===== src/hw/conv_pkg.sv =====
`default_nettype none

package conv_pkg;

	// one feature-map pixel as it arrives on the pixel stream.
	typedef logic signed [15:0] pixel_t;

	// one kernel weight as it arrives on the weight stream.
	typedef logic signed [15:0] weight_t;

	// full-precision pixel times weight.
	typedef logic signed [31:0] product_t;

	// window sum with eight guard bits for up to 256 taps.
	typedef logic signed [39:0] acc_t;

	typedef enum logic [1:0]
	{
		LOAD_WEIGHTS,
		STREAM,
		DRAIN
	} ctrl_state_t;

endpackage

`default_nettype wire


===== src/hw/conv_control_fsm.sv =====
`timescale 1ns/1ns
`default_nettype none

module conv_control_fsm (
	input wire clk,
	input wire reset,
	input wire weight_valid,
	input wire pixel_valid,
	input wire advance,
	input wire weights_full,
	input wire last_pixel,
	input wire pipe_empty,
	output logic weight_ready,
	output logic pixel_ready,
	output logic weight_load,
	output logic pixel_shift,
	output logic frame_clear,
	output logic frame_done
);

	conv_pkg::ctrl_state_t state;
	conv_pkg::ctrl_state_t state_next;
	logic drain_done;

	always_ff @(posedge clk or posedge reset)
	begin
		if (reset)
			state <= conv_pkg::LOAD_WEIGHTS;
		else
			state <= state_next;
	end

	always_comb
	begin
		state_next = state;
		case (state)
			conv_pkg::LOAD_WEIGHTS:
			begin
				if (weight_load && weights_full)
					state_next = conv_pkg::STREAM;
			end
			conv_pkg::STREAM:
			begin
				if (pixel_shift && last_pixel)
					state_next = conv_pkg::DRAIN;
			end
			conv_pkg::DRAIN:
			begin
				if (drain_done)
					state_next = conv_pkg::LOAD_WEIGHTS;
			end
			default:
			begin
				state_next = conv_pkg::LOAD_WEIGHTS;
			end
		endcase
	end

	assign weight_ready = (state == conv_pkg::LOAD_WEIGHTS);

	// a stalled result also freezes the window, so no pixel is taken then.
	assign pixel_ready = (state == conv_pkg::STREAM) && advance;

	assign weight_load = weight_valid && weight_ready;
	assign pixel_shift = pixel_valid && pixel_ready;

	// the last result has left the output register once the pipe is empty.
	assign drain_done = (state == conv_pkg::DRAIN) && pipe_empty;

	assign frame_clear = drain_done;
	assign frame_done = drain_done;

endmodule

`default_nettype wire


===== config.mk =====
export PLATFORM = sky130hd
export DESIGN_NAME = conv_control_fsm
export DESIGN_NICKNAME = d
export VERILOG_FILES = /design/src/hw/conv_pkg.sv /design/src/hw/conv_control_fsm.sv
export SDC_FILE = /design/constraint.sdc
export NUM_CORES = 1
export LEC_CHECK = 0
export BUFFER_PORTS_ARGS = -buffer_cell sky130_fd_sc_hd__buf_2
export CELL_PAD_IN_SITES_DETAIL_PLACEMENT = 0
export CELL_PAD_IN_SITES_GLOBAL_PLACEMENT = 1
export CORE_AREA = 2 2 39 41
export CTS_CLUSTER_DIAMETER = 120
export DETAILED_ROUTE_END_ITERATION = 16
export DIE_AREA = 0 0 41 43
export HOLD_SLACK_MARGIN = 0.15
export PLACE_DENSITY = 0.39
export SETUP_SLACK_MARGIN = 0.05
export SYNTH_ARGS = -nofsm -noshare
export SYNTH_HDL_FRONTEND = slang
export SYNTH_SLANG_ARGS = --single-unit
export TNS_END_PERCENT = 30

===== constraint.sdc =====
create_clock -name clk -period 2.04 [get_ports clk]
set_clock_uncertainty 0.2 [all_clocks]
set_input_delay 0.408 -clock clk [delete_from_list [all_inputs] [get_ports clk]]
set_output_delay 0.408 -clock clk [all_outputs]
set_load 0.01 [all_outputs]

==> results.toml <==
[sta]
max_slew_margin_pct = 87.84
setup_ws_ns = 0.3336
min_period_over_period_pct = 83.65
rsz0062_at_grt = "false"
worst_slew_pin_slew_ns = 0.1817
finalSetupViolations = 0
fmaxAchievable_mhz = 586.0
drv_slew = 0
fin_crit_ns = 1.706
timing.setup.tns_ns = 0
final_hold_viol_count = 0

[floorplanning]
rows = 14
die_area_um2 = 1763
start_util_pct = 9.584
die_y_um = 43
fp.dieW_um = 41
core_um2 = 1384
ios = 14

[global_routing]
grt_pass1_vias = 149
overflow = 0
grt_max_degree = 6
grt_pass1_wl_um = 621
grt_use_total_pct = 5.930
grt_antenna_before_repair = 0

[clock_tree]
cts.reportedPaths.clkPinSlew_ns = 0.03
clkSinkCount = 2
clk_latency_ns = 0.22
cts.path.max_buffers = 2
cts_max_level = 1
post_cts_buffers = 0
cts_inserted_buffers = 3
cts-root-buf = "clkbuf_4"
cts_tree = "built"

[route]
drt-total-wl_um = 384
drc = 0
drt_iter0_drc = 8
vias = 175
antenna_left = 0
post_drt_wl_per_cell_um = 8.170
dr.pass1.iters = 3
via_per_inst = 3.723

[setup_path]
startpoint_type = "flip-flop"
end_kind = "primary output"
arrival_ns = 1.10
crit_required_ns = 1.43
crit_type = "reg -> out"
cp_max_fo = 5
reg2reg_setup_slack_ns = 0.92

[place]
gp_congestion = 0.5637
hpwl_um = 305.9
place_area_um2 = 210.2
pre_cts_ws_ns = 0.4771
place_inst = 43
portBuffers = 13

[synth]
synth_flop_cell = "dfrtp_1"
synth_top_cell_by_area = "dfrtp_1"
yosys.cell_types.count = 12
synthTopCellsByArea = "dfrtp_1 38%, and2_1 9.4%, a32o_1 7.5%, a41o_1 7.5%, and3b_1 6.6%"
netlist_top_cells_count = "2 x and2_1, 2 x dfrtp_1, 2 x nor2_1"
syn_nets = 23
synth-seq-cells = 2
synth-async-reset-ratio_pct = 100.0
syn-instance-count = 15
syn_avg_cell_area_um2 = 8.842
synth_area_um2 = 132.6
synth-edff-count = 0
synth.yosys.seq_area_share_pct = 37.74
yosysTopAreaCellShare_pct = 37.74
yosys_warnings = 0

[cells_and_area]
drive_gt1_share_pct = 51.61
design_area_um2 = 242.7
largest_reg_flops = 2
regMostFlops = "state"
reg_top3 = "state x2"
nets = 41
area_growth_pct = 83.02
diodes = 0
finalNonFillerCells = 47
fill_cells = 156

[min_path]
hp-class = "in -> reg"

[job]
max_cap_violations = 0

[status]
outcome = "finished, final reports clean"

[power]
p_per_area_nw_per_um2 = 1055
leakagePower_nw = 0.1401
peakVddDrop_uv = 355.5
==> where the power goes <==
part           switching (mW)  total [mW]  internal [mW]  leakage [nW]
combinational          0.0503       0.101         0.0509         0.101
sequential             0.0149      0.0676         0.0527        0.0256
clock                  0.0224      0.0873         0.0649        0.0138
==> metal layers <==
metal  GRT usage [%]  up-vias  routed length, µm
met5               0        -                  0
met4           6.000        0                  0
met3           4.712        0                 71
met2           5.313       14                113
met1           7.742       76                199
li1                -       85                  -
==> path summary, 6_finish.rpt <==
path                               from     endpoint  depth (start not counted)
max in group asynchronous         reset     state[0]                          3
setup reg to reg               state[0]     state[1]                          2
hold reg to reg                state[0]     state[1]                          2
min in group asynchronous         reset     state[1]                          3
hold / removal             weights_full     state[0]                          2
setup / recovery               state[0]  pixel_shift                          3
==> timing repair <==
action,CTS,global route
hold buffers,1,0
gates resized for setup,0,0
hold endpoints to repair,2,0
==> worst max-delay path: stages, from the launching register on <==
cell     delay (ns)
dfrtp_1        0.40
and3b_1        0.20
and2_1         0.14
buf_2          0.13
==> placed cells by master (no fill, tap or decap) <==
cell type,instances
nand3_1,1
a41o_1,1
buf_2,13
nor3b_1,1
nor2_1,2
and2_1,2
dfrtp_1,2
dlygate4sd3_1,1
a32o_1,1
nand2_1,1
inv_1,1
clkbuf_4,3
and3b_1,1
nor2b_1,1
==> cell type report <==
| type | instances | area, µm² | area share [%] |
|---|---|---|---|
| flip-flops and latches | 2 | 50.05 | 20.62 |
| well taps | 16 | 20.02 | 8.247 |
| multi-input cells | 11 | 71.32 | 29.38 |
| repair buffers | 14 | 75.07 | 30.93 |
| clock buffers | 3 | 22.52 | 9.278 |
| inverters | 1 | 3.754 | 1.546 |
==> logic make-up (layout without fill, tap and decap cells) <==
group / after synthesis / after routing / synth area share, %
AO/OA/AOI/OAI: 2 / 2 / 15.09
buffers and inverters: 2 / 18 / 8.490
flip-flops: 2 / 2 / 37.74
AND/OR/NAND/NOR: 9 / 9 / 38.68
==> through the flow <==
step           util, %  hold WS, ns  total power, mW
6_report         17.54       0.2467           0.2561
5_1_grt          17.54       0.2560           0.2834
4_1_cts          17.54       0.2400           0.2623
3_5_place_dp     15.19      0.06364           0.1677
3_3_place_gp     15.19      0.05822           0.1638
2_1_floorplan        -     -0.05082           0.1252
(Power assumes the default switching activity.)
