**src/hw/conv_position_counter.sv**
```systemverilog
`timescale 1ns/1ns
`default_nettype none

module conv_position_counter #(
	parameter int IFM_SIZE = 14,
	parameter int KERNEL_SIZE = 5
) (
	input wire clk,
	input wire reset,
	input wire weight_load,
	input wire pixel_shift,
	input wire frame_clear,
	output logic weights_full,
	output logic last_pixel,
	output logic window_complete
);

	localparam int WIDX_W = $clog2(KERNEL_SIZE*KERNEL_SIZE + 1);
	localparam int POS_W = $clog2(IFM_SIZE + 1);

	localparam logic [WIDX_W-1:0] LAST_WEIGHT = WIDX_W'(KERNEL_SIZE*KERNEL_SIZE - 1);
	localparam logic [POS_W-1:0] LAST_POS = POS_W'(IFM_SIZE - 1);
	localparam logic [POS_W-1:0] FIRST_FULL = POS_W'(KERNEL_SIZE - 1);

	logic [WIDX_W-1:0] weight_idx;
	logic [POS_W-1:0] col;
	logic [POS_W-1:0] row;

	always_ff @(posedge clk or posedge reset)
	begin
		if (reset)
		begin
			weight_idx <= '0;
			col <= '0;
			row <= '0;
		end
		else if (frame_clear)
		begin
			weight_idx <= '0;
			col <= '0;
			row <= '0;
		end
		else
		begin
			if (weight_load)
				weight_idx <= weight_idx + 1'b1;
			if (pixel_shift)
			begin
				if (col == LAST_POS)
				begin
					col <= '0;
					row <= row + 1'b1; // row only moves on a line wrap.
				end
				else
					col <= col + 1'b1;
			end
		end
	end

	// flags describe the item being offered now, not the one already taken.
	assign weights_full = (weight_idx == LAST_WEIGHT);
	assign last_pixel = (row == LAST_POS) && (col == LAST_POS);
	assign window_complete = (row >= FIRST_FULL) && (col >= FIRST_FULL);

endmodule

`default_nettype wire

```
**config.mk**
```make
export PLATFORM = sky130hd
export DESIGN_NAME = conv_position_counter
export DESIGN_NICKNAME = d
export VERILOG_FILES = /design/src/hw/conv_position_counter.sv
export SDC_FILE = /design/constraint.sdc
export NUM_CORES = 1
export LEC_CHECK = 0
export CAP_MARGIN = 10
export CORE_AREA = 8 8 57 71
export CTS_BUF_LIST = sky130_fd_sc_hd__clkbuf_8
export CTS_CLUSTER_DIAMETER = 40
export DETAILED_ROUTE_END_ITERATION = 12
export DIE_AREA = 0 0 65 79
export DONT_BUFFER_PORTS = 1
export PLACE_DENSITY_LB_ADDON = 0.15
export SLEW_MARGIN = 20
export SYNTH_ARGS = -nofsm -noshare
export SYNTH_HDL_FRONTEND = slang
export SYNTH_SLANG_ARGS = --single-unit
export TNS_END_PERCENT = 30
```
**constraint.sdc**
```tcl
create_clock -name clk -period 1.5 [get_ports clk]
set_input_delay 0.45 -clock clk [delete_from_list [all_inputs] [get_ports clk]]
set_output_delay 0.45 -clock clk [all_outputs]
set_load 0.03 [all_outputs]
```
==> metrics.md <==
| Metric | Value |
|---|---|
| Clock root buffer | clkbuf_8 |
| Sink Count | 13 |
| Core Box Area | roughly 3000 um^2 |
| CTS Buf Count | 3 |
| # IOs | 8 |
| Failing checks | setup timing |
| DRC | 0 |
| Clock Latency Late Sink | 0.24 ns |
| Multi-input logic area | 355 um^2 |
| Vias | between 500 and 600 |
| Fraction of layout cells with a size suffix above 1 | 0.210 |
| Worst Path Max Fanout | 2 |
| CTS HTree Levels | 1 |
| Synth area leaders | dfrtp_1 46%, ha_1 7.1%, nor2_1 6.9%, xor2_1 3.7%, mux2i_1 2.8% |
| Pre-CTS WS | around 0.093 ns |
| Max-slew violations | 0 |
| Fin crit period | approximately 1.6 ns |
| Detailed Route Iter0 Violations | 45 |
| CP startpoint kind | flip-flop |
| Final Instance Area | 850 um^2 |
| Finished Core Util | 0.281 |
| Global Route Usage Sum | 0.0643 |
| CP Capture Type | output port |
| Final WS setup | -0.0821 ns |
| Synth warn | 0 |
| Setup CP Type | flip-flop to output port |
| Starting Density | 0.234 |
| Fill cells | approximately 330 |
| Clock tree buffer depth | 2 |
| Endpoints failing hold | 0 |
| Max Freq | ~0.63 GHz |
| Yosys top cell area share | 0.460 |
| Synth Register Bits | 13 |
| Global route total overflow | 0 |
| Vias/cell | between 4 and 5 |
| Least-Margin Pin Slew | 0.510 ns |
| CP Data Required Time | 1.05 ns |
| RSZ-0062 raised after global routing | yes |
| Seq/Total Area, Yosys | 0.460 |
| Post-synth top flop | dfrtp_1 |
| Total chip power | between 0.0007 and 0.0008 W |
| Drt wl/cell | 12.1 um |
| Leak | ~0.38 nW |
| Layout area overhead | 20.2% |
| Hold Crit Class | input port to async pin |
| DIE AREA | 5140 um^2 |
| Vias in the first global route | about 600 |
| Status | finished, violations left |
| Crit path largest cell delay | 0.37 ns |
| DR pass1 iterations | 4 |
| Period utilization | 1.05 |
| Port Buf Inserts | 0 |
| EDFF count, synth | 0 |
| Power Dens Cells | between 800 and 900 nW/um^2 |
| Post-Syn Area | 707 um^2 |
| Final net count | 91 |
| Arrival @ worst endpoint | about 1.1 ns |
| Slew margin rel. | 0.659 |
| Die width | about 65 um |
| Critical path's slowest cell | dfrtp_1 |
| Fin Hold WS | approximately 0.13 ns |
| Post-DP HPWL | 1030 um |
| First-pass GRT wire length | 2630 um |
| Max Cap Violations | 0 |
| Initial antenna violation count | 0 |
| Worst vdd ir | about 0.45 mV |
| CTS tree | done |
| Clock Pin Slew Worst Setup and Hold Paths | roughly 0.06 ns |
| Cell taking the most area after synthesis | dfrtp_1 |
| Chip height | ~79 um |
| Row Count | 23 |
| Final setup violating endpoints | 2 |
| FF/Latch Area | between 300 and 400 um^2 |
| Largest net degree at the start of global routing | 17 |
| Worst Skew | around 0.0018 ns |
| Placed inst area | slightly below 800 um^2 |
| Final WL | between 1000 and 1500 um |
| Commonest cells in the netlist | 13 x dfrtp_1, 13 x nor2_1, 5 x inv_1, 4 x ha_1 |
| Antenna Nets Post-Route | 0 |
| Distinct cells, synth | 27 |
| Synthesized instance count | 72 |
| Mean area per synthesized cell | ~10 um^2 |
| Mapped Nets | 81 |
| Diode count | 0 |
| CP cell instances | inv_1, ha_1, and4b_1, buf_6 |
| Async set or reset register ratio after synthesis | 1.00 |
| GPL Wtd Cong | a little over 0.7 |
-- final cells by class --
| cell class | instances | share of cell area |
|---|---|---|
| Multi-Input combinational cell | 52 | 0.418 |
| Clock buffer | 3 | 0.0486 |
| Sequential cell | 13 | 0.386 |
| Tap cell | 37 | 0.0545 |
| Inverter | 5 | 0.0221 |
| Timing Repair Buffer | 7 | 0.0663 |
| Clock inverter | 1 | 0.00442 |
-- sequential cells by signal, summed over array words and instances, names as in the netlist --
signal and cells:
row 4, col 4, weight_idx 5
-- report_power, final --
| part | switching (W) | leakage, nW | total [W] | internal [W] |
|---|---|---|---|---|
| clock network | 0.000121 | 0.0269 | 0.000302 | 0.000180 |
| logic | 0.0000282 | 0.179 | 0.0000567 | 0.0000285 |
| registers | 0.00000913 | 0.176 | 0.000371 | 0.000362 |
| total | 0.000159 | 0.382 | 0.000729 | 0.000571 |
-- final timing paths --
path / slack (ns) / from / depth (start not counted) / to
setup / recovery: -0.08 / weight_idx[0] / 4 / weights_full
hold / removal: 0.13 / reset / 1 / weight_idx[2]
setup reg to reg: 0.19 / col[1] / 4 / row[2]
hold reg to reg: 0.54 / weight_idx[4] / 2 / weight_idx[4]
max in group asynchronous: 1.00 / reset / 1 / col[3]
min in group clk: 0.27 / frame_clear / 1 / col[1]
-- metal layers --
layer	up-vias	part of all wire	track usage
li1	265	-	-
met1	263	0.45	0.0667
met2	6	0.48	0.109
met3	2	0.058	0.0267
met4	0	0.0091	0.0328
met5	-	0	0
-- cells in the final DEF (no fill, tap or decap), drive strengths merged, types with 3 or more instances in the layout --
master  instances
buf             7
nand2           3
inv             6
nand3           3
ha              4
clkbuf          3
xor2            3
nor2           13
dfrtp          13
a21oi           3
nand4           3
-- worst max-delay path, delay by kind of cell (launching register included) --
family / cells / cell delay, ns
adder cells (fa/ha/maj): 1 / 0.13
buffers and inverters: 2 / 0.18
flip-flops: 1 / 0.37
AND/OR/NAND/NOR: 1 / 0.20
-- cells by family after synthesis --
family / after synthesis / share of synthesized area
AOI/OAI and AO/OA: 9 / 0.0885
xor gates and xnor gates: 5 / 0.0620
adders and majority gates: 4 / 0.0708
buffers and inverters: 7 / 0.0389
DFF: 13 / 0.460
muxes: 3 / 0.0442
and+or+nand+nor: 31 / 0.235
-- metrics by stage --
step | cells | setup TNS [ns]
6_report | 118 | -0.153
5_1_grt | 118 | -0.294
4_1_cts | 118 | -0.196
3_5_place_dp | 113 | 0
3_3_place_gp | 113 | 0
2_1_floorplan | 72 | 0
-- timing repair --
item | CTS | global route
setup endpoints to repair | 2 | 3
setup buffers | 1 | 0
gates resized for setup | 2 | 2
hold buffers | 0 | 0
No activity file was read; power rests on OpenSTA's default activity.
