===== config.mk =====
export PLATFORM = sky130hd
export DESIGN_NAME = window_line_buffer
export DESIGN_NICKNAME = d
export VERILOG_FILES = /design/src/hw/conv_pkg.sv /design/src/hw/window_line_buffer.sv
export SDC_FILE = /design/constraint.sdc
export NUM_CORES = 1
export LEC_CHECK = 0
export ABC_CLOCK_PERIOD_IN_PS = 66300
export CAP_MARGIN = 0
export CORE_MARGIN = 2
export CORE_UTILIZATION = 45
export CTS_BUF_LIST = sky130_fd_sc_hd__clkbuf_4 sky130_fd_sc_hd__clkbuf_8
export CTS_CLUSTER_DIAMETER = 30
export CTS_CLUSTER_SIZE = 28
export DETAILED_ROUTE_END_ITERATION = 8
export DONT_BUFFER_PORTS = 1
export HOLD_SLACK_MARGIN = 0.08
export PLACE_DENSITY = 0.57
export SETUP_SLACK_MARGIN = 0.5
export SLEW_MARGIN = 20
export SYNTH_ARGS = -nofsm -noshare
export SYNTH_HDL_FRONTEND = slang
export SYNTH_SLANG_ARGS = --single-unit

===== constraint.sdc =====
create_clock -name clk -period 66.3 [get_ports clk]
set_clock_uncertainty 0.05 [all_clocks]
set_input_delay 9.945 -clock clk [delete_from_list [all_inputs] [get_ports clk]]
set_output_delay 9.945 -clock clk [all_outputs]
set_load 0.01 [all_outputs]

===== src/hw/conv_pkg.sv =====
`default_nettype none

package conv_pkg;

	// one feature-map pixel as it arrives on the pixel stream.
	typedef logic signed [15:0] pixel_t;

	// one kernel weight as it arrives on the weight stream.
	typedef logic signed [15:0] weight_t;

	// full-precision pixel times weight.
	typedef logic signed [31:0] product_t;

	// window sum with eight guard bits for up to 256 taps.
	typedef logic signed [39:0] acc_t;

	typedef enum logic [1:0]
	{
		LOAD_WEIGHTS,
		STREAM,
		DRAIN
	} ctrl_state_t;

endpackage

`default_nettype wire


===== src/hw/window_line_buffer.sv =====
`timescale 1ns/1ns
`default_nettype none

module window_line_buffer #(
	parameter int IFM_SIZE = 14,
	parameter int KERNEL_SIZE = 5
) (
	input wire clk,
	input wire reset,
	input wire shift,
	input wire conv_pkg::pixel_t pixel_in,
	output logic [KERNEL_SIZE*KERNEL_SIZE*$bits(conv_pkg::pixel_t)-1:0] window_taps
);

	localparam int PIX_W = $bits(conv_pkg::pixel_t);

	// enough history to span the window from its newest pixel back to the top-left one.
	localparam int CHAIN_LEN = (KERNEL_SIZE - 1) * IFM_SIZE + KERNEL_SIZE;

	// chain[0] is the newest pixel, chain[CHAIN_LEN-1] the oldest.
	conv_pkg::pixel_t chain [CHAIN_LEN];

	always_ff @(posedge clk or posedge reset)
	begin
		if (reset)
		begin
			for (int i = 0; i < CHAIN_LEN; i++)
			begin
				chain[i] <= '0;
			end
		end
		else if (shift)
		begin
			chain[0] <= pixel_in;
			for (int i = 1; i < CHAIN_LEN; i++)
			begin
				chain[i] <= chain[i-1];
			end
		end
	end

	// Window rows sit IFM_SIZE apart in the chain, so row r and column c of the
	// window is found (KERNEL_SIZE-1-r) lines and (KERNEL_SIZE-1-c) pixels back.
	for (genvar r = 0; r < KERNEL_SIZE; r++)
	begin : g_row
		for (genvar c = 0; c < KERNEL_SIZE; c++)
		begin : g_col
			assign window_taps[(r*KERNEL_SIZE+c)*PIX_W +: PIX_W] =
				chain[(KERNEL_SIZE-1-r)*IFM_SIZE + (KERNEL_SIZE-1-c)];
		end
	end

endmodule

`default_nettype wire


==> results.md, run 1 <==
* Status: finished with violations
* Failing checks: slew limit
* Vias in the first global route at 18,500
* Core area at 86,800 µm²
* Area grow syn2layout at 6.17%
* Endpoints failing setup at 0
* Leakage at 20.4 nW
* Slowest cell on the critical path: mux2_2
* RSZ-0062 raised after global routing: false
* CTS root buffer: clkbuf_8
* Maximum VDD drop at 28.3 µV
* Fin area at 41,900 µm²
* Yosys cell types at 7
* Die Y at 300 µm
* CTS sink cnt at 976
* Top Family by Delay on Critical Path: multiplexers
* Final Max Slew Viols at 878
* DRC violations left at 0
* R2r endpoint: window_taps[221]$_DFFE_PP0P_
* Clock transition at path regs at 0.06 ns
* Synthesis warning total at 0
* Largest net degree at the start of global routing at 977
* Global-route wire length before repair at 105,000 µm
* Seq cells post-synth at 976
* Worst path bufs/invs at 0
* Final design utilization at 48.2%
* I/O pins at 419
* Detailed placement HPWL at 39,300 µm
* Share of Yosys cell area claimed by the top area cell type at 62.0%
* Via Count at 17,200
* Most common cell after layout, fill and taps aside: dfrtp_1
* Max_cap viols at 0
* Row cnt at 108
* Initial DRC Count at 920
* Post-CTS Repair Setup Buffers at 0
* Final wirelength at 65,000 µm
* Hold buffer count at CTS at 0
* Total iterations of the first detailed-routing run at 4
* CP Launch Type: primary input
* Initial core utilization at 45.4%
* Fmax at 71.0 MHz
* R2R Setup Slk at 65.23 ns
* Setup TNS at 0 ns
* Hold Path Class: register to register
* Required time worst endpoint at 66.88 ns
* CP Cell Sequence: mux2_2
* Final GP Congestion at 0.801
* Vias per cell at 4.94
* CP max stage delay at 1.89 ns
* Slew at the pin with the worst max-slew slack at 6.00 ns
* H-Tree Depth at 4
* Critical path class: primary input to register
* CTS resizes at 0
* Area post-placement at 37,000 µm²
* Hold Path Origin: chain[84]$_DFFE_PP0P_
* Die Wd at 300 µm
* CTS tree: built
* WP data arrival at 14.65 ns
* Max Buffers Root-to-Sink at 3
* Tcrit/Tclk final at 21.2%
* Share of cells above drive strength 1 at 45.8%
* Total power at 1.70 mW
* Most frequent cells in the layout: dfrtp_1, mux2_2, mux2_1
* Slew headroom at -300%
* CP max FO at 976
* GR Overflow Total at 0
* Worst Reg-to-Reg Cells at 1
* Global-route usage over all layers at 14.5%
* Average wire per standard cell at 18.7 µm
* Synthesized area at 39,400 µm²
* Number of antenna violations at the first check in global routing at 4
* TritonCTS Buffers at 192
* Post-synthesis sequential area ratio at 62.0%
* Filler cell count at 7,396
* Worst Hold Endpoint: window_taps[68]$_DFFE_PP0P_
* Nets at 2,176
* Period minus WS final at 14.07 ns
* Crit end category: register
* PwrDens at 40.7 nW/µm²
* Hold depth at 1
* Worst Setup SP: shift
* PortBufs at 0
* DRT antenna net count at 0
* Clk_lat worst skew at 0.83 ns
* Syn nets at 2,481
* Mapped Cells at 2,462
* Final hold vios at 0
* Worst r2r src: window_taps[237]$_DFFE_PP0P_
* Mapped Avg Cell Area at 16.0 µm²
* Dominant cell type by area after synthesis: dfrtp_1
* Synth top area cells: dfrtp_1, mux2_2, mux2_1
* Area of the die at 90,000 µm²
-- report_power, final --
part / switching, mW / internal, mW / total [mW]
sequential: 0.114 / 0.718 / 0.833
combinational: 0.0401 / 0.0989 / 0.139
clock: 0.274 / 0.457 / 0.732
total: 0.429 / 1.27 / 1.70
-- final cells by class --
type | count | area (µm²) | area share (%)
Sequential cell | 976 | 24400 | 58.4
Multi-Input combinational cell | 976 | 11000 | 26.3
Clock buffer | 243 | 3230 | 7.71
Clock inverter | 116 | 1610 | 3.86
Tap cell | 1155 | 1450 | 3.45
Timing Repair Buffer | 10 | 128 | 0.305
Antenna cell | 5 | 12.5 | 0.0299
Inverter | 1 | 11.3 | 0.0269
-- per-layer routing --
metal | wire [µm] | global-route usage (%)
met3 | 5080 | 5.76
met2 | 31400 | 22.7
met4 | 1510 | 6.27
met1 | 27100 | 17.9
met5 | 0 | 0
-- how the worst max path moves through the flow --
stage / depth (start not counted) / end / slack [ns]
after floorplan: 1 / chain[100]$_DFFE_PP0P_ / 28.85
after global placement: 4 / chain[107]$_DFFE_PP0P_ / 53.17
after detailed placement: 4 / window_taps[25]$_DFFE_PP0P_ / 53.03
after CTS: 4 / chain[89]$_DFFE_PP0P_ / 53.95
after global routing: 5 / window_taps[55]$_DFFE_PP0P_ / 53.43
final: 1 / chain[429]$_DFFE_PP0P_ / 52.23
-- synthesized netlist by cell type --
library cell and count:
dfrtp_1 976, mux2_2 694, buf_4 400, mux2_1 282, buf_6 72, buf_2 37
inv_1 1
-- state kept, by name, indices dropped and copies added, names as in the netlist --
signal,flops
chain,576
window_taps,400
-- metrics by stage --
step	setup WS (ns)	instances	hold WS [ns]
after floorplan	28.85	2462	0.402
after global placement	53.17	3117	0.414
after detailed placement	53.03	3117	0.420
after CTS	53.95	3476	0.405
after global routing	53.43	3478	0.439
final	52.23	3482	0.409
-- cells by family (layout without fill, tap and decap cells) --
| family | count (synthesis) | in the layout | synth area share (%) |
|---|---|---|---|
| buf+inv | 510 | 370 | 10.2 |
| flops | 976 | 976 | 62.0 |
| mux | 976 | 976 | 27.9 |
| other cells | 0 | 5 | 0 |
Note: power is estimated with default switching activity, not from simulation.
==> run 2, diff against run 1 <==
--- a/config.mk
+++ b/config.mk
@@ -5,7 +5,7 @@
 export SDC_FILE = /design/constraint.sdc
 export NUM_CORES = 1
 export LEC_CHECK = 0
-export ABC_CLOCK_PERIOD_IN_PS = 66300
+export ABC_CLOCK_PERIOD_IN_PS = 14700
 export CAP_MARGIN = 0
 export CORE_MARGIN = 2
 export CORE_UTILIZATION = 45
==> constraint.sdc (replaced) <==
create_clock -name clk -period 14.7 [get_ports clk]
set_clock_uncertainty 0.05 [all_clocks]
set_input_delay 2.205 -clock clk [delete_from_list [all_inputs] [get_ports clk]]
set_output_delay 2.205 -clock clk [all_outputs]
set_load 0.01 [all_outputs]
==> run 2 against run 1 <==
- die area did not move
- highest routed layer unchanged
- worst hold slack got worse by 0.0053 ns
- via count rose by 0.52%
- utilization rose by 0.19 points
- setup slack got worse by 42 ns
- combinational power rose to 4.6 times the previous value
- the run now ends clean
- clock-buffer cell count rose by 19
- critical path depth rose by 3
- final cell count rose by 0.37%
- non-clock buffer count rose by 6
- critical path type is now primary input to async pin
- power rose to 4.5 times the previous value
- critical endpoint is now chain[547]$_DFFE_PP0P_
- sequential power rose to 4.5 times the previous value
==> results.md, run 2 (synthesized netlist as in run 1, its figures left out) <==
* Detailed placement HPWL at 39,600 µm
* H-Tree Depth at 4
* Most common cell after layout, fill and taps aside: dfrtp_1
* Die Wd at 300 µm
* Initial DRC Count at 1,017
* Clk_lat worst skew at 0.82 ns
* CTS resizes at 0
* Period minus WS final at 4.13 ns
* Final design utilization at 48.4%
* Initial core utilization at 45.4%
* DRC violations left at 0
* DRT antenna net count at 0
* Final WS setup at 10.57 ns
* Most frequent cells in the layout: dfrtp_1, mux2_2, mux2_1
* TritonCTS Buffers at 198
* Core area at 86,800 µm²
* R2r endpoint: chain[447]$_DFFE_PP0P_
* Endpoints failing setup at 0
* CP max FO at 160
* Area grow syn2layout at 6.59%
* Tcrit/Tclk final at 28.1%
* Vias per cell at 4.95
* Worst path bufs/invs at 4
* Share of cells above drive strength 1 at 46.1%
* I/O pins at 419
* CTS sink cnt at 976
* Vias in the first global route at 18,800
* Largest net degree at the start of global routing at 977
* Area of the die at 90,000 µm²
* CP Cell Sequence: clkinvlp_4 -> buf_4 -> buf_12 -> buf_4
* Slew at the pin with the worst max-slew slack at 1.24 ns
* PortBufs at 0
* Hold Path Class: register to register
* CTS tree: built
* Final hold vios at 0
* Worst slack, placed at 8.87 ns
* Post-CTS Repair Setup Buffers at 0
* Sequential cell area at 24,400 µm²
* Max Buffers Root-to-Sink at 3
* Leakage at 20.5 nW
* Total power at 7.73 mW
* PwrDens at 184 nW/µm²
* Die Y at 300 µm
* Slew headroom at 17.3%
* Crit end category: async pin
* Reg with most FFs: chain
* Row cnt at 108
* Critical path class: primary input to async pin
* Max_cap viols at 0
* Required time worst endpoint at 15.46 ns
* Fmax at 242 MHz
* Worst Hold Endpoint: window_taps[69]$_DFFE_PP0P_
* CTS root buffer: clkbuf_8
* Average wire per standard cell at 18.8 µm
* Top Family by Delay on Critical Path: buffers and inverters
* RSZ-0062 raised after global routing: false
* WP data arrival at 4.89 ns
* Filler cell count at 7,383
* Hold buffer count at CTS at 0
* GR Overflow Total at 0
* Final Max Slew Viols at 0
* Slowest cell on the critical path: buf_4
* Final wirelength at 65,700 µm
* CP max stage delay at 0.80 ns
* Area of the multi-input gates at 11,000 µm²
* Final GP Congestion at 0.794
* Nets at 2,188
* Most used cell, CP: buf_4
* CP Launch Type: primary input
* Maximum VDD drop at 131 µV
* Global-route wire length before repair at 107,000 µm
* Worst r2r src: window_taps[175]$_DFFE_PP0P_
* Clock transition at path regs at 0.06 ns
* Worst Reg-to-Reg Cells at 1
* R2R Setup Slk at 13.65 ns
* Global-route usage over all layers at 14.9%
* Number of antenna violations at the first check in global routing at 5
* Total iterations of the first detailed-routing run at 4
* Via Count at 17,300
* Status: complete, no violations
* Max reg flops at 576
* Hold depth at 1
* Hold Path Origin: chain[85]$_DFFE_PP0P_
run 2: stage by stage:
stage	TNS [ns]	area, µm²	std cells	hold slack (ns)
finish	0	42000	3495	0.404
global route	0	42000	3492	0.424
CTS	0	41900	3485	0.407
detailed placement	0	37000	3119	0.420
global placement	0	37000	3119	0.417
floorplan	-973.59	39400	2462	0.402
run 2: area by class of cell:
type / count / area share (%)
Sequential cell: 976 / 58.1
Multi-Input combinational cell: 976 / 26.2
Inverter: 1 / 0.0179
Antenna cell: 5 / 0.0298
Clock inverter: 104 / 3.50
Clock buffer: 262 / 8.15
Tap cell: 1155 / 3.44
Timing Repair Buffer: 16 / 0.575
run 2: worst max-delay path by stage:
stage,startpoint,cells past startpoint,endpoint
after floorplan,reset,1,chain[100]$_DFFE_PP0P_
after global placement,reset,4,chain[528]$_DFFE_PP0P_
after detailed placement,reset,4,chain[609]$_DFFE_PP0P_
after CTS,reset,4,chain[609]$_DFFE_PP0P_
after global routing,reset,4,chain[553]$_DFFE_PP0P_
final,reset,4,chain[547]$_DFFE_PP0P_
run 2: power breakdown:
group	internal, mW	switching, mW	total [mW]	leakage [nW]
Clock	2.11	1.22	3.33	2.49
Sequential	3.24	0.511	3.75	12.8
Combinational	0.423	0.222	0.646	5.17
run 2: routing by layer:
metal | share of wire [%] | global-route usage, % | routed length, µm | vias up
met5 | 0 | 0 | 0 | -
li1 | - | - | - | 7678
met4 | 3.0 | 6.73 | 1980 | 0
met2 | 47 | 23.1 | 31200 | 442
met3 | 7.6 | 5.64 | 5010 | 154
met1 | 42 | 18.6 | 27500 | 9032
